--- config.mk ---
export PLATFORM = sky130hd
export DESIGN_NAME = memWbStage
export DESIGN_NICKNAME = d
export VERILOG_FILES = /design/src/source/pipePkg.sv /design/src/source/memWbStage.sv
export SDC_FILE = /design/constraint.sdc
export NUM_CORES = 2
export LEC_CHECK = 0
export BUFFER_PORTS_ARGS = -buffer_cell sky130_fd_sc_hd__buf_2
export CAP_MARGIN = 20
export CORE_MARGIN = 2
export CORE_UTILIZATION = 60
export CTS_BUF_LIST = sky130_fd_sc_hd__clkbuf_16
export CTS_CLUSTER_DIAMETER = 40
export DETAILED_ROUTE_END_ITERATION = 10
export PLACE_DENSITY = 0.86
export SLEW_MARGIN = 20
export SYNTH_ARGS = -nofsm -noshare
export SYNTH_HDL_FRONTEND = slang
export SYNTH_SLANG_ARGS = --single-unit
export TNS_END_PERCENT = 20
--- constraint.sdc ---
create_clock -name sysclk -period 2.37 [get_ports sysclk]
set_clock_uncertainty 0.15 [all_clocks]
set_input_delay 0.474 -clock sysclk [delete_from_list [all_inputs] [get_ports sysclk]]
set_output_delay 0.474 -clock sysclk [all_outputs]
set_load 0.05 [all_outputs]
--- src/source/pipePkg.sv ---
// Shared definitions of the pipeline; word-addressed data memory of 64 words, no byte access
package pipePkg;

	// Data path sizes
	localparam int dataWidth = 32;
	localparam int regAddrWidth = 5;
	// 64 data words, word index taken from byte address bits 7:2
	localparam int dmemAddrWidth = 6;

	// Primary opcodes
	localparam logic [5:0] opRType = 6'd0;
	localparam logic [5:0] opAddi = 6'd8;
	localparam logic [5:0] opLw = 6'd35;
	localparam logic [5:0] opSw = 6'd43;

	// Function field of R-type
	localparam logic [5:0] fnAdd = 6'd32;
	localparam logic [5:0] fnSub = 6'd34;
	localparam logic [5:0] fnAnd = 6'd36;
	localparam logic [5:0] fnOr = 6'd37;
	localparam logic [5:0] fnSlt = 6'd42;

	// ALU operations
	localparam logic [2:0] aluAdd = 3'd0;
	localparam logic [2:0] aluSub = 3'd1;
	localparam logic [2:0] aluAnd = 3'd2;
	localparam logic [2:0] aluOr = 3'd3;
	localparam logic [2:0] aluSlt = 3'd4;

	// Operand source in execute
	localparam logic [1:0] fwdNone = 2'd0;
	localparam logic [1:0] fwdMem = 2'd1;
	localparam logic [1:0] fwdWb = 2'd2;

	// One instruction word, seen as R-type or I-type layout
	typedef union packed {
		struct packed {
			logic [5:0] opcode;
			logic [4:0] rs;
			logic [4:0] rt;
			logic [4:0] rd;
			logic [4:0] shamt;
			logic [5:0] funct;
		} rType;
		struct packed {
			logic [5:0] opcode;
			logic [4:0] rs;
			logic [4:0] rt;
			logic [15:0] imm;
		} iType;
	} instrWord;

endpackage

--- src/source/memWbStage.sv ---
// Memory and writeback stage; 64-word data memory, address bits above 7 are ignored
`timescale 1ns/1ns

module memWbStage (
	input logic sysclk,
	input logic reset,
	input logic memValid,
	input logic memRegWrite,
	input logic memRead,
	input logic memWrite,
	input logic [pipePkg::regAddrWidth-1:0] memDest,
	input logic [pipePkg::dataWidth-1:0] aluResult,
	input logic [pipePkg::dataWidth-1:0] storeData,
	output logic wbRegWrite,
	output logic [pipePkg::regAddrWidth-1:0] wbDest,
	output logic [pipePkg::dataWidth-1:0] wbData,
	output logic commitValid,
	output logic [pipePkg::regAddrWidth-1:0] commitReg,
	output logic [pipePkg::dataWidth-1:0] commitData
);

	logic [pipePkg::dataWidth-1:0] dataMem [0:(1 << pipePkg::dmemAddrWidth)-1];
	logic [pipePkg::dmemAddrWidth-1:0] wordAddr;
	logic [pipePkg::dataWidth-1:0] readWord;

	// Word index from the byte address
	assign wordAddr = aluResult[pipePkg::dmemAddrWidth+1:2];
	assign readWord = dataMem[wordAddr];

	// Store lands at the same edge as the MEM/WB load
	always_ff @(posedge sysclk or negedge reset) begin
		if (!reset) begin
			for (int i = 0; i < (1 << pipePkg::dmemAddrWidth); i++) begin
				dataMem[i] <= '0;
			end
		end else if (memValid && memWrite) begin
			dataMem[wordAddr] <= storeData;
		end
	end

	always_ff @(posedge sysclk or negedge reset) begin
		if (!reset) begin
			wbRegWrite <= 1'b0;
		end else begin
			wbRegWrite <= memValid && memRegWrite;
		end
	end

	// Loads take the memory word, everything else the ALU result
	always_ff @(posedge sysclk) begin
		wbDest <= memDest;
		wbData <= memRead ? readWord : aluResult;
	end

	// Commit mirrors the register file write
	assign commitValid = wbRegWrite;
	assign commitReg = wbDest;
	assign commitData = wbData;

endmodule

# == Yosys cells after proc, flatten, opt, wreduce, memory -nomap -nowiden ==
# Index checks and enable logic that the tools add are counted.
# Widths: inputs -> output; s select.
# totals
reg_bits,2086
input_bits,75
output_inout_bits,76
word_cells,80
# classes
n_lt_le_gt_ge,2
mux,7
bitwise_logic,1
n_reduce_logical,3
# op_table
cell,n
$bwmux 2048,1
$bmux 32 s6,1
$demux 32 s6,1
$mux 32,4
$ge 7x7->1 const B,1
$lt 7x1->1 const B,1
$not 6->7,1
$logic_and 1x1->1,3

# == Depth between registers and ports, before layout ==
# logic_depth
ltp_word,6
ltp_mapped,12
ltp_nobuf,6

# == Least setup slack after synthesis ==
# No wires, ideal clock.
# synth_timing
path_kind,input port to flip-flop
from,in aluResult[3] (netlist bit)
to,"reg wbData, in the netlist commitData[26]"
setup_time_ns,0.127
arrival_ns,2.205
required_time_ns,2.093
setup_slack_ns,-0.112
path_stages,10
n_path_buf,5
path_cell_list,buf_6 buf_6 buf_4 buf_6 buf_2 mux4_2 a22oi_1 o31ai_1 nor4_1 a31oi_1
# synth_via
elab_chain_len,5
# synth_rtl
element,line,text
start: declaration,memWbStage.sv:12,"input logic [pipePkg::dataWidth-1:0] aluResult,"
$not 6->7 (implied by the code),memWbStage.sv:28,assign readWord = dataMem[wordAddr];
$bmux 32 s6,memWbStage.sv:28,
$mux 32 (implied by the code) (2 in series),memWbStage.sv:28,
$mux 32,memWbStage.sv:52,wbData <= memRead ? readWord : aluResult;
end signal: assignment,memWbStage.sv:52,
end: declaration,memWbStage.sv:16,"output logic [pipePkg::dataWidth-1:0] wbData,"
# No other way between the ends. The select of a mux whose other input is x is not followed.
# A chain may end at the register's enable or synchronous reset.

# == Worst setup path in the final report ==
# layout_timing
from,in aluResult[6] (netlist bit)
to,"reg wbData, in the netlist commitData[31]"
# Same word-level chain as after synthesis.

==> impl_table.tex <==
\begin{tabular}{lr}
\hline
Metric & Value \\
\hline
\multicolumn{2}{l}{\textbf{Floorplanning}} \\
\quad Die ar. & roughly 0.16 sq mm \\
\quad Total number of placement rows & 145 \\
\quad Starting density of the core & 60.5\% \\
\quad Die height & 401 um \\
\quad Count of pins on the block boundary & 151 \\
\quad Core ar. & roughly 0.16 sq mm \\
\quad Die Wd & 401 um \\
\multicolumn{2}{l}{\textbf{Synthesis}} \\
\quad Top cell type by total area after synthesis & dfrtp\_1 \\
\quad Post-synthesis cell count & about 6,600 \\
\quad Number of synthesized flops with an enable pin & 0 \\
\quad Number of nets in the synthesized netlist & 6,657 \\
\quad Register area share after synthesis & 55.0\% \\
\quad Yosys warning total & 0 \\
\quad Synth top area cells & dfrtp\_1, mux2\_2, mux4\_2, mux2\_1, mux2i\_1 \\
\quad Count of distinct cell types in the synthesized netlist & 68 \\
\quad Area fraction of the dominant cell type after synthesis & 54.2\% \\
\quad Cell area after synthesis & 0.0946 sq mm \\
\quad Mean post-synth cell area & 14.4 sq um \\
\quad Share of flip-flops with an asynchronous set or reset after synthesis & 98.2\% \\
\quad Top FF cell, synth & dfrtp\_1 \\
\quad Synth Register Bits & 2,086 \\
\multicolumn{2}{l}{\textbf{Setup path}} \\
\quad Critical register-to-register path startpoint & dataMem[398] \\
\quad Setup slack on the worst flop-to-flop path & -40 ps \\
\quad Launch point of the worst path & aluResult[6] \\
\quad Critical R2R Capture & commitData[14] \\
\quad Crit path required time & 3050 ps \\
\quad Startpoint type of the worst setup path & input pin \\
\quad Largest driver fanout on the critical path & 8 \\
\quad Number of cells on the worst reg-to-reg path & 7 \\
\quad Data arrival time of the worst path & 3160 ps \\
\quad Crit end category & register \\
\quad Critical Setup Path Class & in -> reg \\
\multicolumn{2}{l}{\textbf{Timing}} \\
\quad Worst hold slack & 19.3 ps \\
\quad Final Hold Fails & 0 \\
\quad Max-slew violation count & 0 \\
\quad Achievable Freq & 403 MHz \\
\quad Final number of setup-violating endpoints & 16 \\
\quad Worst Max-Slew Pin Slew & 936 ps \\
\quad Slew headroom & 37.4\% \\
\quad Final period util & 105\% \\
\quad Final WS setup & -114 ps \\
\quad Minimum period implied by the final worst setup slack & 2480 ps \\
\quad RSZ-0062 raised after global routing & true \\
\multicolumn{2}{l}{\textbf{Clocking}} \\
\quad CTS sink count & 2,086 \\
\quad Clock tree from TritonCTS & yes \\
\quad Clock root buffer master & clkbuf\_16 \\
\quad Clock Pin Slew Worst Setup and Hold Paths & 70 ps \\
\quad CTS buffer count & 278 \\
\quad Max Buffers Root-to-Sink & 4 \\
\quad Worst-Skew Late Latency & 970 ps \\
\quad Number of H-tree levels & 5 \\
\multicolumn{2}{l}{\textbf{Worst hold path}} \\
\quad Worst hold path depth & 3 \\
\quad Type of the worst min-delay path & in -> reg \\
\quad Critical hold path startpoint & storeData[6] \\
\quad Hold endpoint & dataMem[38] \\
\multicolumn{2}{l}{\textbf{Power}} \\
\quad PD cells & between 800 and 900 mW/mm\^{}2 \\
\quad Clock power share & 45.4\% \\
\quad Flop pwr share & $\sim$43\% \\
\quad Total net switching power & approximately 25 mW \\
\quad Cell internal pwr & 68.6 mW \\
\quad Net switching share of the total power & 26.4\% \\
\quad Share of power burned in combinational logic & 11.3\% \\
\quad IR Drop Worst-Case VDD & 887 uV \\
\quad Static leakage & 54.4 nW \\
\multicolumn{2}{l}{\textbf{Routing}} \\
\quad Avg WL per Cell & 38.9 um \\
\quad Drt via density & 7.57 \\
\quad Violation count after the first detailed-routing iteration & 10,880 \\
\quad Drt pass-1 iters & 11 \\
\quad Total wire length & between 300,000 and 400,000 um \\
\quad Vias & approximately 70,000 \\
\quad Number of nets with antenna violations after detailed routing & 0 \\
\quad DR DRC count & 9 \\
\multicolumn{2}{l}{\textbf{Finish}} \\
\quad Area used by multi-input combinational logic & 0.0397 sq mm \\
\quad Total area of sequential cells & 0.0520 sq mm \\
\quad Layout overhead on the synthesized area & 21.3\% \\
\quad Summed area of non-filler cells in the final layout & 0.115 sq mm \\
\quad Share of post-route cells with drive strength above 1 & 50.8\% \\
\quad Fill count & 8,259 \\
\quad Net count of the finished layout & 7,235 \\
\multicolumn{2}{l}{\textbf{Global routing}} \\
\quad Initial antenna violation count & 24 \\
\quad Overflow left after global routing & 0 \\
\quad Wire length of the first global-routing pass & 531,000 um \\
\quad Pin count of the biggest net entering global routing & 133 \\
\quad Number of global-route vias before repair & 75,579 \\
\quad Global routing usage summed across all routing layers & 45.7\% \\
\multicolumn{2}{l}{\textbf{Place}} \\
\quad Final HPWL from detailed placement & about 220,000 um \\
\quad Area after detailed placement & 0.105 sq mm \\
\quad IO Port Bufs & 150 \\
\quad Worst setup slack before clock tree synthesis & -712 ps \\
\quad Routability congestion estimate & 0.969 \\
\multicolumn{2}{l}{\textbf{Status}} \\
\quad Failing checks & DRC, setup timing \\
\quad Run status & finished, violations left \\
\multicolumn{2}{l}{\textbf{Flow run}} \\
\quad Max Cap Violations & 0 \\
\hline
\end{tabular}
-- cells in the final DEF (no fill, tap or decap), types with 69 or more instances in the layout --
cell type | synthesis | final
a21oi_1 | 103 | 103
a221oi_1 | 207 | 201
a22oi_1 | 118 | 115
buf_12 | 0 | 297
buf_2 | 291 | 132
buf_4 | 90 | 543
clkbuf_16 | 0 | 285
dfrtp_1 | 2049 | 2049
mux2_1 | 203 | 202
mux2_2 | 1994 | 1992
mux2i_1 | 191 | 187
mux4_2 | 208 | 208
nand2_1 | 70 | 69
nor2_1 | 167 | 109
nor2_4 | 1 | 69
o21ai_0 | 91 | 91
o22ai_1 | 78 | 77
-- final cells by class --
type                            instances  share of cell area [%]
Clock buffer                          285                    6.22
Clock inverter                        190                    1.70
Sequential cell                      2086                    45.3
Inverter                                6                  0.0283
Multi-Input combinational cell       3756                    34.6
Tap cell                             2058                    2.24
Timing Repair Buffer                 1032                    9.83
Antenna cell                           23                  0.0502
-- cells in the mapped netlist (12+ instances only) --
cell type	number
dfrtp_1	2049
mux2_2	1994
buf_2	291
clkbuf_1	282
mux4_2	208
a221oi_1	207
mux2_1	203
mux2i_1	191
nor2_1	167
a22oi_1	118
a21oi_1	103
o21ai_0	91
buf_4	90
o22ai_1	78
nand2_1	70
buf_1	50
a221o_1	39
dfxtp_1	37
a22o_1	32
a31oi_1	22
nand3_1	22
buf_6	21
o32a_1	18
nor2_2	15
and3_1	14
o211ai_1	14
o2bb2ai_1	13
a222oi_1	12
o22a_1	12
-- worst max path at each step --
stage / end / slack [ps] / depth (start not counted)
4_1_cts: wbData[4] / -70 / 1
5_1_grt: commitData[6] / -80 / 1
3_5_place_dp: commitData[14] / -710 / 9
2_1_floorplan: dataMem[1765] / -30 / 7
3_3_place_gp: commitData[14] / -730 / 9
6_report: commitData[31] / -110 / 9
-- power groups by stage --
| stage | registers, mW | logic (mW) | clock network, mW |
|---|---|---|---|
| after floorplan | 40.3 | 5.73 | 0 |
| after global placement | 40.4 | 9.31 | 0 |
| after detailed placement | 40.7 | 9.70 | 0 |
| after CTS | 40.3 | 10.1 | 42.0 |
| after global routing | 40.6 | 10.8 | 43.7 |
| final | 40.4 | 10.5 | 42.3 |
-- timing repair --
action | in CTS | in global routing
endpoints found under the hold margin | 1850 | 0
resized for setup | 8 | 36
endpoints found under the setup margin | 13 | 33
hold buffers | 47 | 0
pin swaps | 0 | 7
buffers inserted | 0 | 1
-- state kept, by name, summed over array words and instances, names as in the netlist --
name / count
commitValid: 1
dataMem: 2048
commitData: 32
commitReg: 5
-- metal layers --
layer,global-route usage (%),part of all wire (%)
met5,2.14,0.19
met3,23.4,17
met4,39.2,11
met1,52.5,31
met2,62.6,41
-- through the flow --
stage	setup TNS, ps	util (%)	std cells	total power, mW
2_1_floorplan	-9120	-	6582	46.0
3_3_place_gp	-570000	67.1	8891	49.7
3_5_place_dp	-651410	67.1	8891	50.4
4_1_cts	-295	73.2	9413	92.4
5_1_grt	-386	73.3	9414	95.1
6_report	-770	73.4	9436	93.2
-- worst max-delay path, stage by stage --
cell and delay, ps:
buf_2 190, dlygate4sd3_1 700, buf_4 210, and3b_1 240, buf_6 200, buf_4 230, a22oi_1 370, o21ai_1 140
o32a_1 370
-- cell families (layout without fill, tap and decap cells) --
group,Yosys count,count (layout),synth area share [%]
muxes,2596,2596,33.1
AOI/OAI and AO/OA,821,821,6.46
DFF,2086,2086,55.0
and+or+nand+nor,339,339,1.60
buffers and inverters,740,1513,3.84
other,0,23,0
Power figures use the tool's default switching activity.
