**src/source/pipePkg.sv**
```systemverilog
// Shared definitions of the pipeline; word-addressed data memory of 64 words, no byte access
package pipePkg;

	// Data path sizes
	localparam int dataWidth = 32;
	localparam int regAddrWidth = 5;
	// 64 data words, word index taken from byte address bits 7:2
	localparam int dmemAddrWidth = 6;

	// Primary opcodes
	localparam logic [5:0] opRType = 6'd0;
	localparam logic [5:0] opAddi = 6'd8;
	localparam logic [5:0] opLw = 6'd35;
	localparam logic [5:0] opSw = 6'd43;

	// Function field of R-type
	localparam logic [5:0] fnAdd = 6'd32;
	localparam logic [5:0] fnSub = 6'd34;
	localparam logic [5:0] fnAnd = 6'd36;
	localparam logic [5:0] fnOr = 6'd37;
	localparam logic [5:0] fnSlt = 6'd42;

	// ALU operations
	localparam logic [2:0] aluAdd = 3'd0;
	localparam logic [2:0] aluSub = 3'd1;
	localparam logic [2:0] aluAnd = 3'd2;
	localparam logic [2:0] aluOr = 3'd3;
	localparam logic [2:0] aluSlt = 3'd4;

	// Operand source in execute
	localparam logic [1:0] fwdNone = 2'd0;
	localparam logic [1:0] fwdMem = 2'd1;
	localparam logic [1:0] fwdWb = 2'd2;

	// One instruction word, seen as R-type or I-type layout
	typedef union packed {
		struct packed {
			logic [5:0] opcode;
			logic [4:0] rs;
			logic [4:0] rt;
			logic [4:0] rd;
			logic [4:0] shamt;
			logic [5:0] funct;
		} rType;
		struct packed {
			logic [5:0] opcode;
			logic [4:0] rs;
			logic [4:0] rt;
			logic [15:0] imm;
		} iType;
	} instrWord;

endpackage

```
**src/source/instrIntake.sv**
```systemverilog
// Input side of the pipeline; the source must hold inValid and inInstr until inReady is seen high
`timescale 1ns/1ns

module instrIntake (
	input logic sysclk,
	input logic reset,
	input logic inValid,
	input pipePkg::instrWord inInstr,
	input logic stall,
	output logic inReady,
	output logic idValid,
	output pipePkg::instrWord idInstr
);

	logic transfer;

	// Decode refuses new words only for the load-use bubble
	assign inReady = !stall;
	assign transfer = inValid && inReady;

	// Valid bit of the IF/ID register
	always_ff @(posedge sysclk or negedge reset) begin
		if (!reset) begin
			idValid <= 1'b0;
		end else if (stall) begin
			idValid <= idValid;
		end else begin
			idValid <= transfer;
		end
	end

	// Instruction word, held during a stall
	always_ff @(posedge sysclk) begin
		if (transfer) begin
			idInstr <= inInstr;
		end
	end

	// Source keeps its word while it waits for a transfer
	holdWhileWaiting: assert property (
		@(posedge sysclk) disable iff (!reset)
		inValid && !inReady |=> $stable(inInstr)
	);

endmodule

```
**config.mk**
```make
export PLATFORM = sky130hd
export DESIGN_NAME = instrIntake
export DESIGN_NICKNAME = d
export VERILOG_FILES = /design/src/source/pipePkg.sv /design/src/source/instrIntake.sv
export SDC_FILE = /design/constraint.sdc
export NUM_CORES = 1
export LEC_CHECK = 0
export BUFFER_PORTS_ARGS = -buffer_cell sky130_fd_sc_hd__buf_4
export CAP_MARGIN = 20
export CORE_UTILIZATION = 39
export DETAILED_ROUTE_END_ITERATION = 8
export GPL_TIMING_DRIVEN = 0
export MAX_ROUTING_LAYER = met4
export PLACE_DENSITY = 0.87
export SLEW_MARGIN = 0
export SYNTH_ARGS = -nofsm -noshare
export SYNTH_HDL_FRONTEND = slang
export SYNTH_SLANG_ARGS = --single-unit
```
**constraint.sdc**
```tcl
create_clock -name sysclk -period 1.1 [get_ports sysclk]
set_clock_uncertainty 0.1 [all_clocks]
set_input_delay 0 -clock sysclk [delete_from_list [all_inputs] [get_ports sysclk]]
set_output_delay 0 -clock sysclk [all_outputs]
set_load 0.03 [all_outputs]
```
# [Yosys cells after proc, flatten, opt, wreduce, memory -nomap -nowiden]
# Cells that the tools add are included.
[classes] n_reduce_logical=2
[op_table] operator="logical AND 1 bit" n=1
[op_table] operator="zero test 1 bit" n=1
[word_totals] reg_bits=33 inputBits=36 output_inout_bits=34 word_cells=4

# [Depth between registers and ports, before layout]
# Gate-level depths: netlist (run 1).
[logic_depth] ltp_word=2 ltp_mapped=1 depth_no_buf=1

# [Least setup slack after synthesis (run 1)]
# OpenSTA, ideal clock, no wires.
[synth_timing] path_type="in2reg" start="input port stall" end="register idInstr[0] in the netlist's numbering, enable pin" setup_time_ns=0.374 arrival_ns=0.546 required_ns=0.626 setup_slack_ns=0.080 cell_stages=1 n_path_buf=0 cell_sequence="and2b_2"
[synth_via] elab_chain_cells=2
[synth_lines] item="start: declaration" line_no="instrIntake.sv:9" text="input logic stall,"
[synth_lines] item="zero test 1 bit" line_no="instrIntake.sv:18" text="assign inReady = !stall;"
[synth_lines] item="logical AND 1 bit" line_no="instrIntake.sv:19" text="assign transfer = inValid && inReady;"
[synth_lines] item="end signal: assignment" line_no="instrIntake.sv:35" text="idInstr <= inInstr;"
[synth_lines] item="end: declaration" line_no="instrIntake.sv:12" text="output pipePkg::instrWord idInstr"
# No other way between the ends.
# A chain may end at the register's enable or synchronous reset.

# [Final worst setup path (run 1)]
[layout_timing] start="register idInstr[5] in the netlist's numbering" end="output port idInstr[5] in the netlist's numbering"
# No word-level cell between the ends.

==> flow_summary_export.csv, run 1 <==
group,metric,value,unit
clock_tree,clock_path_buffers,2,
clock_tree,cts_tree,"built",
placed_design,gp_congestion,0.696,
drt,first_pass_iters,4,
global_routing,grt-ovfl-total,0,
setup_path,worstReg2RegStart,"idValid",
logic_synthesis,synth_cells,36,
finish,nets,184,
logic_synthesis,synth.distinct_cells,5,
setup_path,cp.depth,1,
min_path,min-delay-start,"stall",
min_path,hp-class,"in -> out",
drt,avgRoutedWirePerCell,15.5,um
logic_synthesis,synth_seq_cells,33,
setup_path,critPathRequiredTime,1.00,ns
finish,fillers,133,
sta,max_freq,972,MHz
setup_path,worst_r2r_path_depth,1,
setup_path,start_kind,"register",
die,die_y,53.0,um
flow_run,cap_violations,0,
drt,drt_iter0_markers,18,
finish,drive_above_1_share,52.3,%
finish,ff_latch_area,986,sq um
setup_path,critPathCaptureType,"output port",
drt,drc,0,
drt,viasPerCell,4.49,
logic_synthesis,yosys_warnings,0,
clock_tree,clock_latency,0.32,ns
global_routing,grt_pass1_vias,866,
power,max-vdd-ir-drop,1.41,mV
finish,instances_no_fill,179,
sta,period_needed,1.03,ns
clock_tree,htreeDepth,2,
setup_path,r2r_end,"idValid",
sta,setup_viol,0,
global_routing,grt_pass1_wl,3880,um
sta,worst_pin_slew,0.694,ns
setup_path,crit_fanout,1,
min_path,min_path_cells,3,
clock_tree,clock-sinks,33,
drt,route.final.wire_length,2780,um
die,io_pins,70,
placed_design,port_buffers,69,
setup_path,cp_cell_sequence,"buf_4",
clock_tree,cts_inserted_buffers,5,
finish,multi_input_area,23.8,sq um
clock_tree,clk_pin_slew_worst_paths,0.10,ns
die,std_cell_rows,18,
setup_path,critical_path_buf_inv_count,1,
global_routing,grt_max_degree,33,
sta,tns,0,ns
logic_synthesis,syn_nets,72,
sta,final_max_slew_viol_count,0,
logic_synthesis,syn-cell-area,1010,sq um
placed_design,dpl.cell_count,135,
drt,ant_nets,0,
setup_path,crit_family,"flip-flops",
logic_synthesis,yosysSeqAreaShare,97.3,%
drt,dr_total_vias,804,
finish,antenna_cells,0,
clock_tree,cts-root-buf,"clkbuf_4",
power,p_leak,0.844,nW
die,coreArea,2450,sq um
power,power.density,1340,nW/um^2
logic_synthesis,avgSynthCellArea,28.2,sq um
finish,area_delta_synth_final,95.4,%
setup_path,crit_path_max_incr_delay,0.42,ns
sta,slew_headroom,53.7,%
global_routing,antenna_found_initial,0,
global_routing,track_usage,22.6,%
sta,finalCritPeriodShare,93.6,%
status,outcome,"complete, no violations",
min_path,min_to,"inReady",
setup_path,rrSetupSlack,0.24,ns
setup_path,crit_arrival,0.93,ns
setup_path,slowest_stage,"edfxtp_1",
die,start_util,41.3,%
sta,hold_violations,0,
sta,rsz0062_at_grt,"no",
die,fp.dieW,53.0,um
setup_path,worstSetupPathType,"reg -> out",
sta,holdWs,0.186,ns
die,die_area,2810,sq um
==> sequential cells by signal, summed over array words and instances, names as in the netlist <==
name     cells
idValid      1
idInstr     32
==> cells in the mapped netlist <==
cell	instances	area, sq um
mux2_4	1	15.0
and2b_2	1	8.76
edfxtp_1	32	961
inv_1	1	3.75
dfrtp_1	1	25.0
==> stage by stage <==
step / cell area, sq um / utilization (%) / worst slack, ns / power [W]
finish: 1980 / 80.7 / 0.0709 / 0.00266
global route: 1980 / 80.7 / 0.0314 / 0.00276
CTS: 1980 / 80.7 / 0.0940 / 0.00266
detailed placement: 1570 / 63.9 / -0.181 / 0.00195
global placement: 1570 / 63.9 / -0.148 / 0.00194
floorplan: 1010 / - / 0.0797 / 0.00173
==> worst max-delay path by stage <==
stage	from	endpoint	slack [ns]
after floorplan	stall	idInstr[0]	0.08
after global placement	stall	idInstr[23]	-0.15
after detailed placement	stall	idInstr[3]	-0.18
after CTS	idInstr[16]	idInstr[16]	0.09
after global routing	idInstr[5]	idInstr[5]	0.03
final	idInstr[5]	idInstr[5]	0.07
==> cell families after synthesis <==
group         count (synthesis)  synth area share [%]
mux                           1                  1.48
flops                        33                  97.3
buf+inv                       1                 0.370
simple gates                  1                 0.864
==> cells in the final DEF, fill, tap and decap left out <==
cell	count
edfxtp_1	32
clkbuf_1	1
and2b_2	1
clkbuf_4	5
dfrtp_1	1
clkinv_2	2
dlygate4sd3_1	36
buf_4	69
inv_1	1
mux2_4	1
==> area by class of cell <==
| type | instances | area share (%) |
|---|---|---|
| sequential | 33 | 49.8 |
| timing repair buffer | 105 | 44.3 |
| clock buffer | 6 | 2.08 |
| tap | 30 | 1.90 |
| multi-input combinational | 2 | 1.20 |
| clock inverter | 2 | 0.505 |
| inverter | 1 | 0.190 |
==> routing by layer <==
metal / wire length, um / global-route usage [%] / vias to the layer above
met1: 1070 / 24.1 / 378
met2: 1450 / 38.4 / 55
met3: 223 / 7.18 / 4
met4: 32 / 10.1 / 0
li1: - / - / 367
met5: 0 / - / -
==> power by group <==
group          switching [W]  internal (W)  total, W
Clock               0.000374      0.000243  0.000617
Sequential         0.0000281       0.00147   0.00150
Combinational       0.000272      0.000268  0.000540
==> timing repair <==
| action | in CTS | in global routing |
|---|---|---|
| hold endpoints to repair | 34 | 0 |
| resized for setup | 0 | 0 |
| hold buffers | 36 | 0 |
| buffers inserted | 0 | 0 |
Note: power is estimated with default switching activity, not from simulation.
==> run 2: changes to the inputs <==
CORE_ASPECT_RATIO = 2   (was not set)
CTS_CLUSTER_DIAMETER = 80   (was not set)
CTS_CLUSTER_SIZE = 28   (was not set)
==> run 2 against run 1 <==
  * Clock-buffer cell count stayed put
  * Worst setup slack better by 0.033 ns
  * Global-route usage is 2.7 points higher
  * Design area is 1.1% higher
  * Non-clock buffer count stayed put
  * Critical path depth is 1 higher
  * Fmax is 3.3% higher
  * Sequential cell count stayed put
  * Via count is 0.75% higher
  * Sequential share of layout area is 0.53 points lower
  * Final cell count is 2.2% lower
  * Total power is 7.9% higher
  * Highest routed layer unchanged
==> flow_summary_export.csv, run 2 (synthesized netlist as in run 1, its figures left out) <==
group,metric,value,unit
clock_tree,ctsHoldBuffers,36,
finish,mostFrequentLayoutCells,"buf_4, dlygate4sd3_1, edfxtp_1",
setup_path,critPathRequiredTime,0.91,ns
drt,drt_iter0_markers,31,
die,io_pins,70,
setup_path,cp_cell_sequence,"buf_4 -> and2b_2",
clock_tree,cts_tree,"built",
status,outcome,"complete, no violations",
flow_run,cap_violations,0,
power,p_leak,0.851,nW
clock_tree,cts_inserted_buffers,5,
drt,route.final.wire_length,3120,um
finish,area_delta_synth_final,97.5,%
setup_path,crit_path_max_incr_delay,0.66,ns
drt,drc,0,
clock_tree,cts_resized,0,
clock_tree,cts-root-buf,"clkbuf_8",
setup_path,crit_arrival,0.80,ns
global_routing,track_usage,25.3,%
drt,first_pass_iters,4,
die,start_util,42.1,%
finish,instances_no_fill,175,
die,die_y,74.1,um
clock_tree,clock_path_buffers,2,
sta,hold_violations,0,
global_routing,antenna_found_initial,0,
clock_tree,post_cts_buffers,0,
die,fp.dieW,38.0,um
global_routing,grt-ovfl-total,0,
sta,final_max_slew_viol_count,0,
finish,multi_input_area,23.8,sq um
setup_path,slowest_stage,"and2b_2",
drt,viasPerCell,4.63,
global_routing,grt_pass1_wl,4420,um
drt,ant_nets,0,
placed_design,placed_cell_area,1570,sq um
clock_tree,clock-sinks,33,
finish,regMostFlops,"idInstr",
setup_path,critical_path_buf_inv_count,1,
finish,reg_top3,"idInstr (32), idValid (1)",
sta,slew_headroom,53.5,%
die,coreArea,2410,sq um
finish,finish.instance_area,2000,sq um
placed_design,gp_congestion,0.636,
power,power.density,1430,nW/um^2
clock_tree,clock_latency,0.27,ns
drt,dr_total_vias,810,
setup_path,worstSetupPathType,"in -> reg",
sta,finalCritPeriodShare,90.5,%
sta,max_freq,1000,MHz
finish,fillers,98,
sta,period_needed,0.996,ns
min_path,hp-class,"in -> out",
finish,largest_reg_flops,32,
die,die_area,2820,sq um
global_routing,grt_pass1_vias,923,
power,max-vdd-ir-drop,1.27,mV
finish,final_common_cell,"buf_4",
placed_design,dp.final_hpwl,1430,um
setup_path,crit_family,"simple AND/OR/NAND/NOR gates",
finish,drive_above_1_share,51.4,%
clock_tree,clk_pin_slew_worst_paths,0.06,ns
power,p_total,0.00287,W
finish,ff_latch_area,986,sq um
die,std_cell_rows,25,
sta,holdWs,0.218,ns
setup_path,crit_fanout,32,
global_routing,grt_max_degree,33,
clock_tree,htreeDepth,2,
setup_path,critPathCaptureType,"register",
drt,avgRoutedWirePerCell,17.9,um
finish,nets,184,
placed_design,dpl.cell_count,132,
sta,setup_viol,0,
setup_path,start_kind,"input port",
sta,tns,0,ns
finish,antenna_cells,0,
sta,worst_pin_slew,0.697,ns
placed_design,port_buffers,69,
sta,rsz0062_at_grt,"no",
-- run 2: changes by cell type in the layout (fill, tap and decap cells not counted) --
cell / previous run / this run
clkbuf_4: 5 / 0
clkbuf_8: 0 / 5
clkinv_2: 2 / 0
clkinv_1: 0 / 1
-- run 2: final timing paths --
| check | start | to | slack (ns) | cells after the start |
|---|---|---|---|---|
| worst min-delay path | stall | inReady | 0.22 | 3 |
| min in group asynchronous | reset | idValid | 0.46 | 3 |
| worst max register to register | idValid | idValid | 0.24 | 1 |
| worst max-delay path | stall | idInstr[22] | 0.10 | 2 |
| worst min register to register | idValid | idValid | 0.44 | 1 |
| max in group asynchronous | reset | idValid | 0.33 | 3 |
-- run 2: metrics by stage --
stage	utilization [%]	setup WS, ns
2_1_floorplan	-	0.0797
3_3_place_gp	65.0	-0.133
3_5_place_dp	65.0	-0.164
4_1_cts	83.1	0.127
5_1_grt	83.1	0.0864
6_report	83.1	0.104
-- run 2: cell type report --
cell class	instances	share of cell area [%]
clock buffers	6	3.62
clock inverters	1	0.188
inverters	1	0.188
multi-input cells	2	1.19
flip-flops and latches	33	49.3
well taps	27	1.69
repair buffers	105	43.9
-- run 2: where the power goes --
part / internal [W] / switching [W] / leakage (nW)
registers: 0.00148 / 0.0000295 / 0.312
logic: 0.000268 / 0.000274 / 0.500
clock network: 0.000426 / 0.000396 / 0.0387
total: 0.00217 / 0.000699 / 0.851
-- run 2: per-layer routing --
metal	part of all wire (%)	wire length [um]	up-vias	track usage [%]
li1	-	-	362	-
met1	34	1080	386	29.1
met2	56	1750	53	38.6
met3	7.3	228	9	6.87
met4	2.4	74	0	14.7
met5	0	0	-	-
