<file path="src/source/pipePkg.sv">
// Shared definitions of the pipeline; word-addressed data memory of 64 words, no byte access
package pipePkg;

	// Data path sizes
	localparam int dataWidth = 32;
	localparam int regAddrWidth = 5;
	// 64 data words, word index taken from byte address bits 7:2
	localparam int dmemAddrWidth = 6;

	// Primary opcodes
	localparam logic [5:0] opRType = 6'd0;
	localparam logic [5:0] opAddi = 6'd8;
	localparam logic [5:0] opLw = 6'd35;
	localparam logic [5:0] opSw = 6'd43;

	// Function field of R-type
	localparam logic [5:0] fnAdd = 6'd32;
	localparam logic [5:0] fnSub = 6'd34;
	localparam logic [5:0] fnAnd = 6'd36;
	localparam logic [5:0] fnOr = 6'd37;
	localparam logic [5:0] fnSlt = 6'd42;

	// ALU operations
	localparam logic [2:0] aluAdd = 3'd0;
	localparam logic [2:0] aluSub = 3'd1;
	localparam logic [2:0] aluAnd = 3'd2;
	localparam logic [2:0] aluOr = 3'd3;
	localparam logic [2:0] aluSlt = 3'd4;

	// Operand source in execute
	localparam logic [1:0] fwdNone = 2'd0;
	localparam logic [1:0] fwdMem = 2'd1;
	localparam logic [1:0] fwdWb = 2'd2;

	// One instruction word, seen as R-type or I-type layout
	typedef union packed {
		struct packed {
			logic [5:0] opcode;
			logic [4:0] rs;
			logic [4:0] rt;
			logic [4:0] rd;
			logic [4:0] shamt;
			logic [5:0] funct;
		} rType;
		struct packed {
			logic [5:0] opcode;
			logic [4:0] rs;
			logic [4:0] rt;
			logic [15:0] imm;
		} iType;
	} instrWord;

endpackage

</file>
<file path="src/source/decodeStage.sv">
// Decode stage with register file and ID/EX register; undefined encodings retire as no-operations
`timescale 1ns/1ns

module decodeStage (
	input logic sysclk,
	input logic reset,
	input logic idValid,
	input pipePkg::instrWord idInstr,
	input logic wbRegWrite,
	input logic [pipePkg::regAddrWidth-1:0] wbDest,
	input logic [pipePkg::dataWidth-1:0] wbData,
	output logic stall,
	output logic exValid,
	output logic [2:0] aluOp,
	output logic useImm,
	output logic regWrite,
	output logic memRead,
	output logic memWrite,
	output logic [pipePkg::regAddrWidth-1:0] destReg,
	output logic [pipePkg::regAddrWidth-1:0] rsAddr,
	output logic [pipePkg::regAddrWidth-1:0] rtAddr,
	output logic [pipePkg::dataWidth-1:0] rsData,
	output logic [pipePkg::dataWidth-1:0] rtData,
	output logic [pipePkg::dataWidth-1:0] immExt
);

	logic [pipePkg::dataWidth-1:0] regFile [0:(1 << pipePkg::regAddrWidth)-1];

	logic legal;
	logic readsRt;
	logic writesReg;
	logic decUseImm;
	logic decMemRead;
	logic decMemWrite;
	logic decRegWrite;
	logic [2:0] decAluOp;
	logic [pipePkg::regAddrWidth-1:0] decDest;
	logic [pipePkg::regAddrWidth-1:0] srcRs;
	logic [pipePkg::regAddrWidth-1:0] srcRt;
	logic [pipePkg::dataWidth-1:0] rsRead;
	logic [pipePkg::dataWidth-1:0] rtRead;
	logic take;

	// Control decode, I-type fields are the default view
	always_comb begin
		legal = 1'b1;
		readsRt = 1'b0;
		writesReg = 1'b1;
		decUseImm = 1'b1;
		decMemRead = 1'b0;
		decMemWrite = 1'b0;
		decAluOp = pipePkg::aluAdd;
		decDest = idInstr.iType.rt;
		case (idInstr.rType.opcode)
			pipePkg::opRType: begin
				decUseImm = 1'b0;
				readsRt = 1'b1;
				decDest = idInstr.rType.rd;
				case (idInstr.rType.funct)
					pipePkg::fnAdd: decAluOp = pipePkg::aluAdd;
					pipePkg::fnSub: decAluOp = pipePkg::aluSub;
					pipePkg::fnAnd: decAluOp = pipePkg::aluAnd;
					pipePkg::fnOr: decAluOp = pipePkg::aluOr;
					pipePkg::fnSlt: decAluOp = pipePkg::aluSlt;
					default: legal = 1'b0;
				endcase
			end
			pipePkg::opAddi: decAluOp = pipePkg::aluAdd;
			pipePkg::opLw: decMemRead = 1'b1;
			pipePkg::opSw: begin
				decMemWrite = 1'b1;
				readsRt = 1'b1;
				writesReg = 1'b0;
			end
			default: legal = 1'b0;
		endcase
	end

	// Unused sources read as register 0 so they never match a producer
	assign srcRs = legal ? idInstr.rType.rs : '0;
	assign srcRt = (legal && readsRt) ? idInstr.rType.rt : '0;
	// Writes to register 0 are dropped here
	assign decRegWrite = legal && writesReg && (decDest != '0);

	// Load in ID/EX feeding this instruction
	assign stall = idValid && exValid && memRead && regWrite &&
		((srcRs == destReg) || (srcRt == destReg));
	assign take = idValid && legal && !stall;

	// Write-through read ports
	assign rsRead = (wbRegWrite && (wbDest == srcRs)) ? wbData : regFile[srcRs];
	assign rtRead = (wbRegWrite && (wbDest == srcRt)) ? wbData : regFile[srcRt];

	always_ff @(posedge sysclk or negedge reset) begin
		if (!reset) begin
			for (int i = 0; i < (1 << pipePkg::regAddrWidth); i++) begin
				regFile[i] <= '0;
			end
		end else if (wbRegWrite) begin
			regFile[wbDest] <= wbData;
		end
	end

	// ID/EX control, a bubble on stall or invalid slot
	always_ff @(posedge sysclk or negedge reset) begin
		if (!reset) begin
			exValid <= 1'b0;
			aluOp <= pipePkg::aluAdd;
			useImm <= 1'b0;
			regWrite <= 1'b0;
			memRead <= 1'b0;
			memWrite <= 1'b0;
		end else begin
			exValid <= take;
			aluOp <= decAluOp;
			useImm <= decUseImm;
			regWrite <= take && decRegWrite;
			memRead <= take && decMemRead;
			memWrite <= take && decMemWrite;
		end
	end

	// ID/EX payload
	always_ff @(posedge sysclk) begin
		destReg <= decDest;
		rsAddr <= srcRs;
		rtAddr <= srcRt;
		rsData <= rsRead;
		rtData <= rtRead;
		immExt <= {{(pipePkg::dataWidth-16){idInstr.iType.imm[15]}}, idInstr.iType.imm};
	end

	// Writeback never targets register 0
	noZeroWrite: assert property (
		@(posedge sysclk) disable iff (!reset)
		wbRegWrite |-> (wbDest != '0)
	);

	loadStoreExclusive: assert property (
		@(posedge sysclk) disable iff (!reset)
		!(memRead && memWrite)
	);

endmodule

</file>
<file path="config.mk">
export PLATFORM = sky130hd
export DESIGN_NAME = decodeStage
export DESIGN_NICKNAME = d
export VERILOG_FILES = /design/src/source/pipePkg.sv /design/src/source/decodeStage.sv
export SDC_FILE = /design/constraint.sdc
export NUM_CORES = 2
export LEC_CHECK = 0
export ABC_AREA = 1
export BUFFER_PORTS_ARGS = -buffer_cell sky130_fd_sc_hd__buf_4
export CAP_MARGIN = 20
export CORE_AREA = 5 5 486 488
export CTS_BUF_LIST = sky130_fd_sc_hd__clkbuf_4 sky130_fd_sc_hd__clkbuf_8
export CTS_CLUSTER_SIZE = 10
export DETAILED_ROUTE_END_ITERATION = 12
export DIE_AREA = 0 0 491 493
export GPL_TIMING_DRIVEN = 0
export PLACE_DENSITY = 0.4
export SLEW_MARGIN = 10
export SYNTH_ARGS = -nofsm -noshare
export SYNTH_HDL_FRONTEND = slang
export SYNTH_SLANG_ARGS = --single-unit
</file>
<file path="constraint.sdc">
create_clock -name sysclk -period 4.56 [get_ports sysclk]
set_input_delay 0.456 -clock sysclk [delete_from_list [all_inputs] [get_ports sysclk]]
set_output_delay 0.456 -clock sysclk [all_outputs]
set_load 0.02 [all_outputs]
</file>
# ---- Yosys cells after proc, flatten, opt, wreduce, memory -nomap -nowiden
# Cells that the tools add are included.
dict set report op_classes {
  n_mux 23
  magnitude_cmp 4
  eq_ne 12
  bitwise_logic 3
  reduce_logical 22
}
# operator count
set op_table {}
lappend op_table {{1024-bit bitwise mux} 1}
lappend op_table {{32-bit binary-select mux with 5-bit select} 2}
lappend op_table {{32-bit 2-to-1 mux} 7}
lappend op_table {{32-bit demux with 5-bit select} 1}
lappend op_table {{6-bit == test (second input constant)} 7}
lappend op_table {{5-bit == test} 4}
lappend op_table {{6-bit greater-or-equal comparator (second input constant)} 3}
lappend op_table {{5-bit inverter with 6-bit output} 3}
lappend op_table {{1-bit logical AND} 15}
lappend op_table {{5-bit 2-to-1 mux} 3}
lappend op_table {{3-bit one-hot mux with 4 select lines} 1}
lappend op_table {{6-bit by 4-bit == test with 1-bit output (second input constant)} 1}
lappend op_table {{6-bit logical NOT} 1}
lappend op_table {{6-bit by 1-bit < comparator with 1-bit output (second input constant)} 1}
lappend op_table {{1-bit 2-to-1 mux} 6}
lappend op_table {{5-bit nonzero test} 1}
lappend op_table {{5-bit OR reduction} 1}
lappend op_table {{3-bit 2-to-1 mux} 1}
lappend op_table {{3-bit OR reduction} 1}
lappend op_table {{1-bit one-hot mux with 2 select lines} 1}
lappend op_table {{2-bit OR reduction} 1}
lappend op_table {{1-bit logical NOT} 1}
lappend op_table {{1-bit logical OR} 1}
dict set report word_totals {
  inputBits 73
  out_inout_bits 120
  elab_cells 108
  regBits 1127
}

# ---- Longest topological paths before layout
dict set report depth {
  depth_word 12
  ltp_mapped 18
  ltp_nobuf 16
}

# ---- Worst setup path after synthesis
# No wires, ideal clock.
dict set report synth_path {
  kind {input to output}
  start {input port idInstr[29] in the netlist's numbering}
  end {output port stall}
  setup_slack_ps 2138
  required_ps 4104
  cell_stages 14
  path_buffers 2
  arrival_time_ps 1966
  cell_sequence {nor2_1 nand3_2 clkinv_2 nand2_2 nand2_4 nand2_2 buf_6 buf_2 xnor2_1 nor2_1 nand3_1 o21ai_1 nand2_1 inv_1}
}
dict set report synth_via {
  elab_chain_cells 8
  elab_cells_between_ends 15
  cone_classes {eq/ne (5); mux (4); reduce/logical (6)}
}
# element line_no
set synth_rtl {}
lappend synth_rtl {{start: declaration} decodeStage.sv:8} ;# input pipePkg::instrWord idInstr,
lappend synth_rtl {{6-bit == test, or another cell as far along} decodeStage.sv:54} ;# case (idInstr.rType.opcode)
lappend synth_rtl {{3-bit OR reduction (no line) / 2-bit OR reduction (equally long branches)} --}
lappend synth_rtl {{1-bit one-hot mux with 2 select lines / 1-bit 2-to-1 mux (equally long branches)} decodeStage.sv:54}
lappend synth_rtl {{1-bit logical AND} decodeStage.sv:81} ;# assign srcRt = (legal && readsRt) ? idInstr.rType.rt : '0;
lappend synth_rtl {{5-bit 2-to-1 mux} decodeStage.sv:81}
lappend synth_rtl {{5-bit == test} decodeStage.sv:87} ;# ((srcRs == destReg) || (srcRt == destReg));
lappend synth_rtl {{1-bit logical OR (*)} decodeStage.sv:87}
lappend synth_rtl {{1-bit logical AND (*)} decodeStage.sv:86} ;# assign stall = idValid && exValid && memRead && regWrite &&
lappend synth_rtl {{end: declaration} decodeStage.sv:12} ;# output logic stall,
# Every way passes the cells marked *; elsewhere a longest branch is shown, timed or not.

# ---- Worst setup path in the final report
dict set report layout_path {
  start {input port idInstr[29] in the netlist's numbering}
  end {register rsData[28] in the netlist's numbering}
}
dict set report layout_via {
  elab_chain_cells 9
  elab_cells_between_ends 14
  cone_classes {eq/ne (4); mux (6); bitwise (1); reduce/logical (3)}
}
# element line_no
set layout_rtl {}
lappend layout_rtl {{6-bit == test / 6-bit by 4-bit == test with 1-bit output (equally long branches)} decodeStage.sv:54}
lappend layout_rtl {{3-bit OR reduction (no line)} --}
lappend layout_rtl {{1-bit one-hot mux with 2 select lines (*)} decodeStage.sv:54}
lappend layout_rtl {{5-bit 2-to-1 mux (*)} decodeStage.sv:80} ;# assign srcRs = legal ? idInstr.rType.rs : '0;
lappend layout_rtl {{5-bit inverter with 6-bit output (implied by the code)} decodeStage.sv:91} ;# assign rsRead = (wbRegWrite && (wbDest == srcRs)) ? wbData : regFile[srcRs];
lappend layout_rtl {{32-bit binary-select mux with 5-bit select} decodeStage.sv:91}
lappend layout_rtl {{32-bit 2-to-1 mux (implied by the code) (2 in series)} decodeStage.sv:91}
lappend layout_rtl {{32-bit 2-to-1 mux (*)} decodeStage.sv:91}
lappend layout_rtl {{via rsRead, one bit} decodeStage.sv:40} ;# logic [pipePkg::dataWidth-1:0] rsRead;
lappend layout_rtl {{end signal: assignment} decodeStage.sv:128} ;# rsData <= rsRead;
lappend layout_rtl {{end: declaration} decodeStage.sv:22} ;# output logic [pipePkg::dataWidth-1:0] rsData,
# Mark *: on every way through the listed nets, which the timed path passes. The rest lies on a longest branch. The select of a mux whose other input is x is not followed.
# A chain may end at the register's enable or synchronous reset.

==> flow_metrics.py <==
metrics = {
    "outcome": {
        "status": "completed",
    },
    "critical_path": {
        "path_buf_inv": 6,
        "crit_family": "buffers and inverters",
        "cpMostUsedCell": "nand3_1",
        "slowest_stage": "buf_2",
        "critPathLaunchType": "input pin",
        "required_ns": 5.48,
        "arrival_ns": 5.41,
        "cpPeakStageDelay_ns": 0.81,
        "crit_path_end_kind": "flip-flop",
        "path_class": "input pin to flip-flop",
        "crit_fanout": 10,
        "crit_chain": "dlygate4sd3_1, buf_4, nor2_1, nand3_2, clkinv_2, nand2_2, nand2_4, nand2_2, inv_2, buf_2, buf_2, nand2_1, nand3_1, nand3_1, nand3_1, nand3_1, nand3_1, nand2_1",
    },
    "grt": {
        "grt_max_degree": 138,
        "grt_pass1_vias": 69100,
        "antenna_found_initial": 58,
        "grt.total_usage": 0.356,
        "gr-total-overflow": 0,
        "grt_pass1_wl_um": 596000,
    },
    "floorplan": {
        "fp-row-count": 177,
        "initial_utilization": 0.278,
        "io-pin-count": 193,
        "die_w_um": 491,
        "fp.dieH_um": 493,
        "dieArea_mm2": 0.242,
        "core_area_mm2": 0.231,
    },
    "detailed_routing": {
        "ant_nets": 0,
        "drt-wirelength-per-cell_um": 34.4,
        "vias": 72900,
        "firstDrtPassIters": 9,
        "drt_wl_total_um": 449000,
        "drt_iter0_drc": 10000,
        "drc_errors": 0,
        "viasPerCell": 5.59,
    },
    "synth": {
        "synth_commonest_cells": "nand2_1 (2619), nand3_1 (1800), o21ai_0 (1069), dfrtp_1 (1032), inv_1 (934)",
        "synth_compound_area_frac": 0.103,
        "synth_edf_count": 0,
        "synth_top_family_by_area": "simple AND/OR/NAND/NOR gates",
        "synth-simple-area-share": 0.352,
        "synthMuxAreaShare": 0,
        "syn-num-nets": 9371,
        "synth_top_area_share": 0.401,
        "synth.most_common_cell": "nand2_1",
        "synth_cells": 9298,
        "synth_cell_types": 35,
        "synth_top_cell_by_area": "dfrtp_1",
        "yosysSeqAreaShare": 0.431,
        "synthArstFlopShare": 0.916,
        "synth_warnings": 0,
        "synth-main-ff-cell": "dfrtp_1",
        "ys_ff_latch": 1127,
        "netlist_area_mm2": 0.0644,
        "synthAdderAreaFrac": 0,
        "syn_avg_cell_area_um2": 6.92,
        "synth_xor_area_frac": 0.00150,
        "netlist_top_cells_area": "dfrtp_1 (40%), nand2_1 (15%), nand3_1 (14%), o21ai_0 (8.3%), inv_1 (5.4%)",
    },
    "power": {
        "p_seq_frac": 0.408,
        "p_sw_w": 0.0114,
        "vdd_drop_max_v": 0.000222,
        "clockPowerShare": 0.364,
        "switching_share": 0.357,
        "p_comb_frac": 0.228,
        "p_int_w": 0.0205,
        "cellLeakagePower_nw": 36.9,
        "p_per_area_mw_per_mm2": 423,
    },
    "timing": {
        "period_share": 0.986,
        "max-slew-margin-rel": 0.0698,
        "setup_viol": 0,
        "tns_ns": 0,
        "rsz0062_at_grt": "no",
        "drv_slew": 0,
        "hold_viol": 0,
        "worst_pin_slew_ns": 1.40,
        "timing.fmax_ghz": 0.223,
        "skew_ns": 0.0534,
        "min_period_ns": 4.49,
        "whs_ns": 0.0734,
    },
    "place": {
        "hpwl_um": 344000,
        "place_inst": 12500,
        "place_congestion": 1.01,
        "io_buffers": 158,
    },
    "clock_tree": {
        "cts_tree": "built",
        "cts_root_buffer": "clkbuf_8",
        "worstSkewPairLatency_ns": 1.06,
        "cts-buffers-inserted": 221,
        "post-cts-setup-buffers": 0,
        "htree_levels": 4,
        "cts_max_path_buffers": 3,
        "path_clk_slew_ns": 0.06,
        "clock-sinks": 1127,
    },
    "job": {
        "max-cap-violations": 0,
    },
    "hold_path": {
        "hold_class": "input pin to async pin",
    },
    "finish": {
        "layoutNonFillerInstCount": 13000,
        "num-nets-final": 9838,
        "nFillCells": 25500,
        "syn_to_final_growth_pct": 17.4,
        "final_layout_size_suffix_gt1_frac": 0.101,
    },
}
[registers in the layout (all words and copies together) (netlist names)]
| name | count |
|---|---|
| regFile | 1024 |
| useImm | 1 |
| memWrite | 1 |
| rtData | 32 |
| regWrite | 1 |
| immExt | 16 |
| exValid | 1 |
| aluOp | 3 |
| rtAddr | 5 |
| destReg | 5 |
| rsAddr | 5 |
| rsData | 32 |
| memRead | 1 |
[layer usage]
| metal | wire, um | vias up | global-route usage | part of all wire |
|---|---|---|---|---|
| met3 | 43300 | 1222 | 0.101 | 0.097 |
| li1 | - | 31400 | - | - |
| met1 | 177000 | 35700 | 0.441 | 0.39 |
| met5 | 252 | - | 0 | 0.00056 |
| met2 | 194000 | 4437 | 0.543 | 0.43 |
| met4 | 34400 | 26 | 0.232 | 0.077 |
[through the flow]
step / utilization / power (W) / cell area [um2] / setup WS (ns)
after floorplan: - / 0.0170 / 64400 / 2.14
after global placement: 0.300 / 0.0200 / 69300 / -11.15
after detailed placement: 0.302 / 0.0202 / 70000 / -0.190
after CTS: 0.326 / 0.0319 / 75400 / 0.106
after global routing: 0.326 / 0.0333 / 75500 / 0.116
final: 0.327 / 0.0319 / 75600 / 0.0659
[path summary, 6_finish.rpt]
path	from	endpoint	slack [ns]	depth (start not counted)
worst max-delay path	idInstr[29]	rsData[28]	0.07	18
worst min-delay path	reset	regFile[70]	0.07	2
worst max register to register	regFile[284]	rtData[28]	2.20	8
worst min register to register	regFile[742]	regFile[742]	0.48	2
max in group asynchronous	reset	regFile[824]	1.77	5
min in group sysclk	idInstr[7]	immExt[7]	0.07	2
[power groups by stage]
stage | clock network [W] | registers (W) | logic [W]
4_1_cts | 0.0118 | 0.0130 | 0.00709
6_report | 0.0116 | 0.0130 | 0.00729
3_3_place_gp | 0 | 0.0131 | 0.00691
3_5_place_dp | 0 | 0.0131 | 0.00703
2_1_floorplan | 0 | 0.0130 | 0.00408
5_1_grt | 0.0122 | 0.0132 | 0.00794
[cells by family (layout without fill, tap and decap cells)]
logic type | after synthesis | after routing
simple gates | 5116 | 5116
xor+xnor | 11 | 11
other cells | 0 | 38
flops | 1127 | 1127
buf+inv | 1803 | 2457
compound gates | 1241 | 1241
[final cells by class]
| class | count | area (um2) | share of cell area |
|---|---|---|---|
| clock buffer | 366 | 4560 | 0.0603 |
| inverter | 947 | 3560 | 0.0471 |
| clock inverter | 44 | 350 | 0.00464 |
| sequential | 1127 | 27700 | 0.367 |
| multi-input combinational | 6368 | 29400 | 0.389 |
| buffer | 856 | 3750 | 0.0496 |
| timing repair buffer | 244 | 2320 | 0.0307 |
| tap | 3043 | 3810 | 0.0504 |
| antenna | 38 | 95.1 | 0.00126 |
[timing repair]
item | in CTS | in global routing
hold endpoints to repair | 237 | 5
resized for setup | 0 | 1
hold buffers | 50 | 2
endpoints found under the setup margin | 0 | 1
[cells in the final DEF, fill, tap and decap left out, types with 78 or more instances in the layout]
cell         n
buf_2      314
buf_4      176
clkbuf_1   444
clkbuf_4    78
clkbuf_8   289
dfrtp_1   1032
dfxtp_1     95
inv_1      934
nand2_1   2619
nand3_1   1800
nand4_1    344
nor2_1     262
o211ai_1   161
o21ai_0   1069
Note: power is estimated with default switching activity, not from simulation.
